===== src/vec_pkg.sv =====
// Shared widths and encodings for the vector unit
// VLEN_ELEMS must be a multiple of NR_LANES and ELEM_W additions wrap
package vec_pkg;

  ////////////////////
  // Geometry
  ////////////////////

  localparam int unsigned NR_LANES       = 4;
  localparam int unsigned VLEN_ELEMS     = 16;
  localparam int unsigned ELEMS_PER_LANE = VLEN_ELEMS / NR_LANES;
  localparam int unsigned NR_VREGS       = 8;
  localparam int unsigned ELEM_W         = 16;

  // Accept edge to done_o: issue slots, two lane stages, one reducer stage
  localparam int unsigned PIPE_LATENCY = ELEMS_PER_LANE + 3;

  ////////////////////
  // Data types
  ////////////////////

  // One element, also used for scalar operands and results
  typedef logic [ELEM_W-1:0] elem_t;

  typedef logic [$clog2(NR_VREGS)-1:0] vreg_idx_t;

  // Vector length 0..VLEN_ELEMS, also wide enough for an element index
  typedef logic [$clog2(VLEN_ELEMS+1)-1:0] vl_t;

  // Slot inside one lane, element e sits in slot e / NR_LANES
  typedef logic [$clog2(ELEMS_PER_LANE)-1:0] slot_t;

  ////////////////////
  // Encodings
  ////////////////////

  typedef enum logic [2:0] {
    VSPLAT   = 3'd0,
    VADD     = 3'd1,
    VADDS    = 3'd2,
    VREDSUM  = 3'd3,
    VEXTRACT = 3'd4
  } vec_op_e;

  // Sequencer walks IDLE -> ISSUE -> DRAIN -> IDLE
  typedef enum logic [1:0] {
    IDLE  = 2'd0,
    ISSUE = 2'd1,
    DRAIN = 2'd2
  } seq_state_e;

endpackage


===== src/vec_sequencer.sv =====
// Holds one command at a time; cmd_valid_i while busy_o is high is dropped
// Command fields stay stable on the issue outputs until done_i
`timescale 1ns/1ps

module vec_sequencer (
  input  logic                clk_i,
  input  logic                arst_n_i,
  // Command side
  input  logic                cmd_valid_i,
  input  vec_pkg::vec_op_e    cmd_op_i,
  input  vec_pkg::vreg_idx_t  cmd_vd_i,
  input  vec_pkg::vreg_idx_t  cmd_vs1_i,
  input  vec_pkg::vreg_idx_t  cmd_vs2_i,
  input  vec_pkg::vl_t        cmd_vl_i,
  input  vec_pkg::elem_t      cmd_scalar_i,
  // Completion from the reducer
  input  logic                done_i,
  output logic                busy_o,
  // Broadcast to the lanes
  output logic                issue_valid_o,
  output logic                issue_last_o,
  output vec_pkg::slot_t      issue_slot_o,
  output vec_pkg::vec_op_e    issue_op_o,
  output vec_pkg::vreg_idx_t  issue_vd_o,
  output vec_pkg::vreg_idx_t  issue_vs1_o,
  output vec_pkg::vreg_idx_t  issue_vs2_o,
  output vec_pkg::vl_t        issue_vl_o,
  output vec_pkg::elem_t      issue_scalar_o
);

  vec_pkg::seq_state_e state_q;
  vec_pkg::seq_state_e state_d;
  vec_pkg::slot_t      slot_q;

  // Held command
  vec_pkg::vec_op_e    op_q;
  vec_pkg::vl_t        vl_q;
  vec_pkg::vreg_idx_t  vd_q;
  vec_pkg::vreg_idx_t  vs1_q;
  vec_pkg::vreg_idx_t  vs2_q;
  vec_pkg::elem_t      scalar_q;

  logic accept;
  logic last_slot;

  assign accept    = cmd_valid_i && (state_q == vec_pkg::IDLE);
  assign last_slot = slot_q == vec_pkg::slot_t'(vec_pkg::ELEMS_PER_LANE - 1);

  ////////////////////
  // FSM
  ////////////////////

  always_comb begin
    state_d = state_q;
    case (state_q)
      vec_pkg::IDLE: begin
        if (accept) begin
          state_d = vec_pkg::ISSUE;
        end
      end
      vec_pkg::ISSUE: begin
        if (last_slot) begin
          state_d = vec_pkg::DRAIN;
        end
      end
      vec_pkg::DRAIN: begin
        // Wait for the last slot to leave the reducer
        if (done_i) begin
          state_d = vec_pkg::IDLE;
        end
      end
      default: begin
        state_d = vec_pkg::IDLE;
      end
    endcase
  end

  always_ff @(posedge clk_i or negedge arst_n_i) begin
    if (!arst_n_i) begin
      state_q <= vec_pkg::IDLE;
      slot_q  <= '0;
      op_q    <= vec_pkg::VSPLAT;
      vl_q    <= '0;
    end else begin
      state_q <= state_d;
      if (accept) begin
        slot_q <= '0;
        op_q   <= cmd_op_i;
        vl_q   <= cmd_vl_i;
      end else if (state_q == vec_pkg::ISSUE) begin
        slot_q <= slot_q + vec_pkg::slot_t'(1);
      end
    end
  end

  // Operand fields, held until the instruction completes
  always_ff @(posedge clk_i) begin
    if (accept) begin
      vd_q     <= cmd_vd_i;
      vs1_q    <= cmd_vs1_i;
      vs2_q    <= cmd_vs2_i;
      scalar_q <= cmd_scalar_i;
    end
  end

  ////////////////////
  // Outputs
  ////////////////////

  assign busy_o         = state_q != vec_pkg::IDLE;
  assign issue_valid_o  = state_q == vec_pkg::ISSUE;
  assign issue_last_o   = issue_valid_o && last_slot;
  assign issue_slot_o   = slot_q;
  assign issue_op_o     = op_q;
  assign issue_vd_o     = vd_q;
  assign issue_vs1_o    = vs1_q;
  assign issue_vs2_o    = vs2_q;
  assign issue_vl_o     = vl_q;
  assign issue_scalar_o = scalar_q;

endmodule


===== src/vec_lane.sv =====
// One lane: element e lives here when e mod NR_LANES equals LANE_ID
// Issue fields must stay stable while the instruction drains
`timescale 1ns/1ps

module vec_lane #(
  parameter int unsigned LANE_ID = 0
) (
  input  logic                clk_i,
  input  logic                arst_n_i,
  // Broadcast from the sequencer
  input  logic                issue_valid_i,
  input  logic                issue_last_i,
  input  vec_pkg::slot_t      issue_slot_i,
  input  vec_pkg::vec_op_e    issue_op_i,
  input  vec_pkg::vreg_idx_t  issue_vd_i,
  input  vec_pkg::vreg_idx_t  issue_vs1_i,
  input  vec_pkg::vreg_idx_t  issue_vs2_i,
  input  vec_pkg::vl_t        issue_vl_i,
  input  vec_pkg::elem_t      issue_scalar_i,
  // Per-slot result towards the reducer
  output logic                res_slot_valid_o,
  output logic                res_elem_valid_o,
  output logic                res_last_o,
  output vec_pkg::vec_op_e    res_op_o,
  output vec_pkg::elem_t      res_data_o
);

  // Register file slice, indexed by register then slot
  vec_pkg::elem_t rf_q [vec_pkg::NR_VREGS][vec_pkg::ELEMS_PER_LANE];

  vec_pkg::vl_t elem_idx;
  logic         in_range;
  logic         active;

  // Stage 1
  logic               s1_valid_q;
  logic               s1_last_q;
  logic               s1_active_q;
  vec_pkg::vec_op_e   s1_op_q;
  vec_pkg::slot_t     s1_slot_q;
  vec_pkg::vreg_idx_t s1_vd_q;
  vec_pkg::elem_t     s1_a_q;
  vec_pkg::elem_t     s1_b_q;

  // Stage 2
  vec_pkg::elem_t s2_data;
  logic           s2_write;

  ////////////////////
  // Stage 1 read
  ////////////////////

  assign elem_idx = vec_pkg::vl_t'(issue_slot_i) * vec_pkg::vl_t'(vec_pkg::NR_LANES)
                  + vec_pkg::vl_t'(LANE_ID);
  assign in_range = elem_idx < issue_vl_i;

  // Extract keeps only the one element it points at
  always_comb begin
    if (issue_op_i == vec_pkg::VEXTRACT) begin
      active = in_range && (vec_pkg::elem_t'(elem_idx) == issue_scalar_i);
    end else begin
      active = in_range;
    end
  end

  always_ff @(posedge clk_i or negedge arst_n_i) begin
    if (!arst_n_i) begin
      s1_valid_q  <= 1'b0;
      s1_last_q   <= 1'b0;
      s1_active_q <= 1'b0;
      s1_op_q     <= vec_pkg::VSPLAT;
    end else begin
      s1_valid_q  <= issue_valid_i;
      s1_last_q   <= issue_valid_i && issue_last_i;
      s1_active_q <= issue_valid_i && active;
      if (issue_valid_i) begin
        s1_op_q <= issue_op_i;
      end
    end
  end

  always_ff @(posedge clk_i) begin
    s1_slot_q <= issue_slot_i;
    s1_vd_q   <= issue_vd_i;
    s1_a_q    <= rf_q[issue_vs1_i][issue_slot_i];
    s1_b_q    <= rf_q[issue_vs2_i][issue_slot_i];
  end

  ////////////////////
  // Stage 2 execute
  ////////////////////

  // Scalar is still held by the sequencer at this point
  always_comb begin
    case (s1_op_q)
      vec_pkg::VSPLAT: s2_data = issue_scalar_i;
      vec_pkg::VADD:   s2_data = s1_a_q + s1_b_q;
      vec_pkg::VADDS:  s2_data = s1_a_q + issue_scalar_i;
      // Reductions and extract pass vs1 on
      default:         s2_data = s1_a_q;
    endcase
  end

  assign s2_write = s1_valid_q && s1_active_q
                 && (s1_op_q inside {vec_pkg::VSPLAT, vec_pkg::VADD, vec_pkg::VADDS});

  always_ff @(posedge clk_i or negedge arst_n_i) begin
    if (!arst_n_i) begin
      for (int r = 0; r < vec_pkg::NR_VREGS; r++) begin
        for (int s = 0; s < vec_pkg::ELEMS_PER_LANE; s++) begin
          rf_q[r][s] <= '0;
        end
      end
    end else if (s2_write) begin
      rf_q[s1_vd_q][s1_slot_q] <= s2_data;
    end
  end

  always_ff @(posedge clk_i or negedge arst_n_i) begin
    if (!arst_n_i) begin
      res_slot_valid_o <= 1'b0;
      res_elem_valid_o <= 1'b0;
      res_last_o       <= 1'b0;
      res_op_o         <= vec_pkg::VSPLAT;
    end else begin
      res_slot_valid_o <= s1_valid_q;
      res_elem_valid_o <= s1_valid_q && s1_active_q;
      res_last_o       <= s1_last_q;
      res_op_o         <= s1_op_q;
    end
  end

  always_ff @(posedge clk_i) begin
    res_data_o <= s2_data;
  end

endmodule


===== src/vec_reduce.sv =====
// Control comes from lane 0 only; all lanes run the same slots in lockstep
// result_o holds its last scalar value between scalar instructions
`timescale 1ns/1ps

module vec_reduce (
  input  logic                                         clk_i,
  input  logic                                         arst_n_i,
  // Control from lane 0
  input  logic                                         res_slot_valid_i,
  input  logic                                         res_last_i,
  input  vec_pkg::vec_op_e                             res_op_i,
  // Data from every lane
  input  logic [vec_pkg::NR_LANES-1:0]                 res_elem_valid_i,
  input  vec_pkg::elem_t [vec_pkg::NR_LANES-1:0]       res_data_i,
  input  vec_pkg::elem_t                               scalar_i,
  output logic                                         done_o,
  output logic                                         result_valid_o,
  output vec_pkg::elem_t                               result_o
);

  logic           first_q;
  logic           scalar_op;
  vec_pkg::elem_t acc_q;
  vec_pkg::elem_t base;
  vec_pkg::elem_t acc_d;

  assign scalar_op = (res_op_i == vec_pkg::VREDSUM) || (res_op_i == vec_pkg::VEXTRACT);

  // Seed on the first slot of an instruction
  always_comb begin
    if (!first_q) begin
      base = acc_q;
    end else if (res_op_i == vec_pkg::VREDSUM) begin
      base = scalar_i;
    end else begin
      base = '0;
    end
  end

  // Inactive lanes add nothing, so extract sees at most one value
  always_comb begin
    acc_d = base;
    for (int l = 0; l < vec_pkg::NR_LANES; l++) begin
      if (res_elem_valid_i[l]) begin
        acc_d = acc_d + res_data_i[l];
      end
    end
  end

  always_ff @(posedge clk_i or negedge arst_n_i) begin
    if (!arst_n_i) begin
      first_q        <= 1'b1;
      acc_q          <= '0;
      done_o         <= 1'b0;
      result_valid_o <= 1'b0;
      result_o       <= '0;
    end else begin
      done_o         <= res_slot_valid_i && res_last_i;
      result_valid_o <= res_slot_valid_i && res_last_i && scalar_op;
      if (res_slot_valid_i) begin
        acc_q   <= acc_d;
        first_q <= res_last_i;
        if (res_last_i && scalar_op) begin
          result_o <= acc_d;
        end
      end
    end
  end

endmodule


===== src/vec_unit.sv =====
// Top of the vector unit; one instruction in flight, done_o after PIPE_LATENCY
// No back-pressure beyond busy_o
`timescale 1ns/1ps

module vec_unit (
  input  logic                clk_i,
  input  logic                arst_n_i,
  input  logic                cmd_valid_i,
  input  vec_pkg::vec_op_e    cmd_op_i,
  input  vec_pkg::vreg_idx_t  cmd_vd_i,
  input  vec_pkg::vreg_idx_t  cmd_vs1_i,
  input  vec_pkg::vreg_idx_t  cmd_vs2_i,
  input  vec_pkg::vl_t        cmd_vl_i,
  input  vec_pkg::elem_t      cmd_scalar_i,
  output logic                busy_o,
  output logic                done_o,
  output logic                result_valid_o,
  output vec_pkg::elem_t      result_o
);

  ////////////////////
  // Sequencer
  ////////////////////

  logic               issue_valid;
  logic               issue_last;
  vec_pkg::slot_t     issue_slot;
  vec_pkg::vec_op_e   issue_op;
  vec_pkg::vreg_idx_t issue_vd;
  vec_pkg::vreg_idx_t issue_vs1;
  vec_pkg::vreg_idx_t issue_vs2;
  vec_pkg::vl_t       issue_vl;
  vec_pkg::elem_t     issue_scalar;

  vec_sequencer u_seq (
    .clk_i          (clk_i         ),
    .arst_n_i       (arst_n_i      ),
    .cmd_valid_i    (cmd_valid_i   ),
    .cmd_op_i       (cmd_op_i      ),
    .cmd_vd_i       (cmd_vd_i      ),
    .cmd_vs1_i      (cmd_vs1_i     ),
    .cmd_vs2_i      (cmd_vs2_i     ),
    .cmd_vl_i       (cmd_vl_i      ),
    .cmd_scalar_i   (cmd_scalar_i  ),
    .done_i         (done_o        ),
    .busy_o         (busy_o        ),
    .issue_valid_o  (issue_valid   ),
    .issue_last_o   (issue_last    ),
    .issue_slot_o   (issue_slot    ),
    .issue_op_o     (issue_op      ),
    .issue_vd_o     (issue_vd      ),
    .issue_vs1_o    (issue_vs1     ),
    .issue_vs2_o    (issue_vs2     ),
    .issue_vl_o     (issue_vl      ),
    .issue_scalar_o (issue_scalar  )
  );

  ////////////////////
  // Lanes
  ////////////////////

  logic [vec_pkg::NR_LANES-1:0]           res_slot_valid;
  logic [vec_pkg::NR_LANES-1:0]           res_elem_valid;
  logic [vec_pkg::NR_LANES-1:0]           res_last;
  vec_pkg::vec_op_e                       res_op [vec_pkg::NR_LANES];
  vec_pkg::elem_t [vec_pkg::NR_LANES-1:0] res_data;

  for (genvar l = 0; l < vec_pkg::NR_LANES; l++) begin : gen_lanes
    vec_lane #(
      .LANE_ID (l)
    ) u_lane (
      .clk_i            (clk_i            ),
      .arst_n_i         (arst_n_i         ),
      .issue_valid_i    (issue_valid      ),
      .issue_last_i     (issue_last       ),
      .issue_slot_i     (issue_slot       ),
      .issue_op_i       (issue_op         ),
      .issue_vd_i       (issue_vd         ),
      .issue_vs1_i      (issue_vs1        ),
      .issue_vs2_i      (issue_vs2        ),
      .issue_vl_i       (issue_vl         ),
      .issue_scalar_i   (issue_scalar     ),
      .res_slot_valid_o (res_slot_valid[l]),
      .res_elem_valid_o (res_elem_valid[l]),
      .res_last_o       (res_last[l]      ),
      .res_op_o         (res_op[l]        ),
      .res_data_o       (res_data[l]      )
    );
  end : gen_lanes

  ////////////////////
  // Reducer
  ////////////////////

  // Lane 0 stands in for the lockstep control of all lanes
  vec_reduce u_red (
    .clk_i            (clk_i            ),
    .arst_n_i         (arst_n_i         ),
    .res_slot_valid_i (res_slot_valid[0]),
    .res_last_i       (res_last[0]      ),
    .res_op_i         (res_op[0]        ),
    .res_elem_valid_i (res_elem_valid   ),
    .res_data_i       (res_data         ),
    .scalar_i         (issue_scalar     ),
    .done_o           (done_o           ),
    .result_valid_o   (result_valid_o   ),
    .result_o         (result_o         )
  );

endmodule


===== config.mk =====
export PLATFORM = sky130hd
export DESIGN_NAME = vec_unit
export DESIGN_NICKNAME = d
export VERILOG_FILES = /design/src/vec_pkg.sv /design/src/vec_sequencer.sv /design/src/vec_lane.sv /design/src/vec_reduce.sv /design/src/vec_unit.sv
export SDC_FILE = /design/constraint.sdc
export NUM_CORES = 2
export LEC_CHECK = 0
export BUFFER_PORTS_ARGS = -buffer_cell sky130_fd_sc_hd__buf_4
export CORE_UTILIZATION = 45
export CTS_BUF_LIST = sky130_fd_sc_hd__clkbuf_2
export DETAILED_ROUTE_END_ITERATION = 8
export HOLD_SLACK_MARGIN = 0.1
export SLEW_MARGIN = 20
export SYNTH_ARGS = -nofsm -noshare
export SYNTH_HDL_FRONTEND = slang
export SYNTH_SLANG_ARGS = --single-unit

===== constraint.sdc =====
create_clock -name clk_i -period 7.8 [get_ports clk_i]
set_clock_uncertainty 0.05 [all_clocks]
set_input_delay 0.39 -clock clk_i [delete_from_list [all_inputs] [get_ports clk_i]]
set_output_delay 0.39 -clock clk_i [all_outputs]
set_load 0.02 [all_outputs]

==> metrics.md <==
| Metric | Value |
|---|---|
| Share of layout cells above drive strength 1 | `27.07%` |
| Final Setup Violations | `0` |
| Multi-input logic area | `0.05890 mm^2` |
| Nets@finish | `10.70k` |
| Worst hold path depth | `0` |
| Most used cell, CP | `ha_1` |
| Type of the most critical hold path | `flop to flop` |
| GR Util All Layers | `29.88%` |
| Worst slew margin | `16.77%` |
| Area leader, netlist | `dfrtp_1` |
| Die Width | `518.3 um` |
| Syn avg cell area | `11.52 um^2` |
| Num CTS Buffers | `605` |
| Port bufs | `54` |
| YS warnings | `0` |
| GRT overflow | `0` |
| Syn-to-layout area delta | `9.159%` |
| Num ports | `55` |
| CP max stage delay | `590 ps` |
| Total die area | `0.2687 mm^2` |
| CP Capture Type | `flop` |
| Drt first pass iters | `9` |
| Core Rows | `189` |
| Seq/Total Area, Yosys | `47.99%` |
| Slowest stage cell, crit path | `dfstp_2` |
| RSZ-0062 raised after global routing | `false` |
| CTS root buf | `clkbuf_2` |
| Status | `finished with violations` |
| Vias in the first global route | `90.32k` |
| R2R Path Start | `u_red.first_q` |
| Worst Setup SP | `u_red.first_q` |
| Routed len/inst | `27.39 um` |
| Post-DP HPWL | `231300 um` |
| Most frequent cell after synthesis | `nand2_1` |
| Req. time, crit path | `9470 ps` |
| #FFs+latches synth | `2335` |
| FILL cells | `23.67k` |
| DR vias | `88.78k` |
| Sink Count | `2335` |
| R2R depth | `28` |
| GPL Wtd Cong | `0.9172` |
| Worst-margin pin slew | `1249 ps` |
| Ranking of synthesized cells by area | `dfrtp_1 44%, mux4_2 24%, o21ai_0 7.8%` |
| Mapped Cells | `10.42k` |
| Crit path max fanout | `6` |
| Post-synth EDFFs | `25` |
| Endpoints failing hold | `0` |
| CTS max path bufs | `4` |
| Post-layout util | `49.40%` |
| Top FF cell, synth | `dfrtp_1` |
| Ys async rst share | `90.49%` |
| Synth top area share | `44.05%` |
| Placed insts | `13.34k` |
| Pins Over Slew Limit | `0` |
| Final WL | `397800 um` |
| Antenna violations before repair | `17` |
| Initial Util | `45.26%` |
| Critical path startpoint category | `flop` |
| # DRC | `46` |
| Via/cell ratio | `6.113` |
| Worst IR drop on VDD | `0.2702 mV` |
| CTS tree | `built` |
| R2R setup slack | `380 ps` |
| Worst path arrival time | `9090 ps` |
| Max_cap viols | `0` |
| Core region area | `0.2651 mm^2` |
| Max Freq | `134.8 MHz` |
| Final min period | `7417 ps` |
| Total power | `0.04627 W` |
| H-tree depth | `6` |
| Largest net degree at the start of global routing | `193` |
| Synth Cell Area | `0.1200 mm^2` |
| Crit path to | `u_red.acc_q[15]` |
| Worst R2R End | `u_red.acc_q[15]` |
| Setup_tns | `0 ps` |
| Synth Net Count | `10.59k` |
| Die H | `518.3 um` |
| CTS clk-pin slew, worst paths | `100 ps` |
| Worst skew pair latency | `1860 ps` |
| Critical Setup Path Class | `flop to flop` |
| Fin crit share | `95.09%` |
| Register Area | `0.05758 mm^2` |
| Post-DRT Antenna Nets | `0` |
| Most instantiated cells after synthesis | `2414 x nand2_1, 2112 x dfrtp_1, 1875 x o21ai_0` |
| Leak Pwr | `56.84 nW` |
| PwrDens | `353.3 mW/mm^2` |
| Global-route wire length before repair | `594400 um` |
| Synth unique cells | `86` |
| Finished Layout Cells | `14.52k` |
| DR iter-0 viols | `8985` |
| Failing checks | `design-rule violations` |
-- layout by cell type (no fill, tap or decap), types with 19 or more instances in the layout --
cell type,instances
nor3_1,52
o21ai_0,1848
dlygate4sd3_1,113
nand2b_1,19
dfxtp_1,197
ha_1,132
o31ai_1,39
xnor2_1,62
xor2_1,28
mux2_2,234
inv_1,120
clkbuf_2,909
and2_1,22
buf_12,28
mux4_2,1280
nor2_1,222
a31oi_1,49
dfrtp_1,2110
a21o_1,38
edfxtp_1,25
a21oi_1,172
o21ai_2,46
clkinv_1,97
a21oi_2,19
o21a_1,25
nand2_1,2397
buf_4,307
-- stage by stage --
| step | hold slack [ps] | setup WS (ps) | area [um^2] |
|---|---|---|---|
| global placement | 301.6 | 288.1 | 124100 |
| finish | 334.3 | 383.4 | 131000 |
| detailed placement | 298.9 | 336.2 | 124200 |
| CTS | 110.2 | 275.8 | 130800 |
| floorplan | 44.41 | 767.4 | 120000 |
| global route | 267.7 | 16.34 | 130900 |
-- kinds of logic after synthesis --
family,count (synthesis),synth area share (%)
and+or+nand+nor,2846,9.295
AOI/OAI and AO/OA,2398,10.76
DFF,2335,47.99
muxes,1533,26.38
buffers and inverters,1073,3.385
adders and majority gates,140,1.510
xor gates and xnor gates,91,0.6758
-- registers in the layout (all words and copies together) (netlist names), 4 cells and up --
name and flops:
gen_lanes.u_lane.rf_q 2048, gen_lanes.u_lane.res_data_o 64, gen_lanes.u_lane.s1_a_q 64, gen_lanes.u_lane.s1_b_q 64, u_red.acc_q 16, u_red.result_o 16, u_seq.issue_scalar_o 16, u_seq.issue_vl_o 5
gen_lanes.u_lane.res_elem_valid_o 4, gen_lanes.u_lane.s1_active_q 4
-- routing by layer --
| metal | global-route usage [%] | wire (um) | vias to the layer above |
|---|---|---|---|
| met2 | 44.92 | 178700 | 4189 |
| li1 | - | - | 38375 |
| met4 | 13.96 | 18590 | 22 |
| met1 | 40.87 | 160800 | 45245 |
| met5 | 0 | 401 | - |
| met3 | 7.407 | 39390 | 949 |
-- final cells by class --
class                      count  area share [%]
clock buffer                 909           3.474
clock inverter               146          0.6678
antenna                       15         0.02866
multi-input combinational   7008           44.98
tap                         3533           3.376
timing repair buffer         455           3.152
inverter                     123          0.3583
sequential                  2335           43.97
-- report_power, final --
group / total, W / switching (W) / internal, W
Sequential: 0.0177 / 0.00252 / 0.0152
Clock: 0.00871 / 0.00529 / 0.00341
Combinational: 0.0199 / 0.0120 / 0.00789
Total: 0.0463 / 0.0198 / 0.0265
-- critical path: cells and delay by family, from the launching register on --
kind            cells  cell delay [ps]
xor+xnor            4              800
compound gates     12             3130
buf+inv             2              150
fa+ha+maj           5             1630
mux                 1              310
simple gates        4              680
flops               1              590
-- timing repair --
item                                    4_1_cts  5_1_grt
hold endpoints to repair                   2174        0
resized for setup                             0       16
hold buffers                                114        0
setup buffers                                 0        1
endpoints found under the setup margin        0        2
-- worst min-delay path by stage --
stage	slack (ps)	from	to
after floorplan	40	arst_n_i	gen_lanes[0].u_lane.res_elem_valid_o
after global placement	300	gen_lanes[0].u_lane.s1_last_q	gen_lanes[0].u_lane.res_last_o
after detailed placement	300	gen_lanes[0].u_lane.s1_last_q	gen_lanes[0].u_lane.res_last_o
after CTS	110	cmd_scalar_i[14]	u_seq.issue_scalar_o[14]
after global routing	270	cmd_vs1_i[0]	u_seq.issue_vs1_o[0]
final	330	gen_lanes[0].u_lane.s1_last_q	gen_lanes[0].u_lane.res_last_o
No activity file was read; power rests on OpenSTA's default activity.
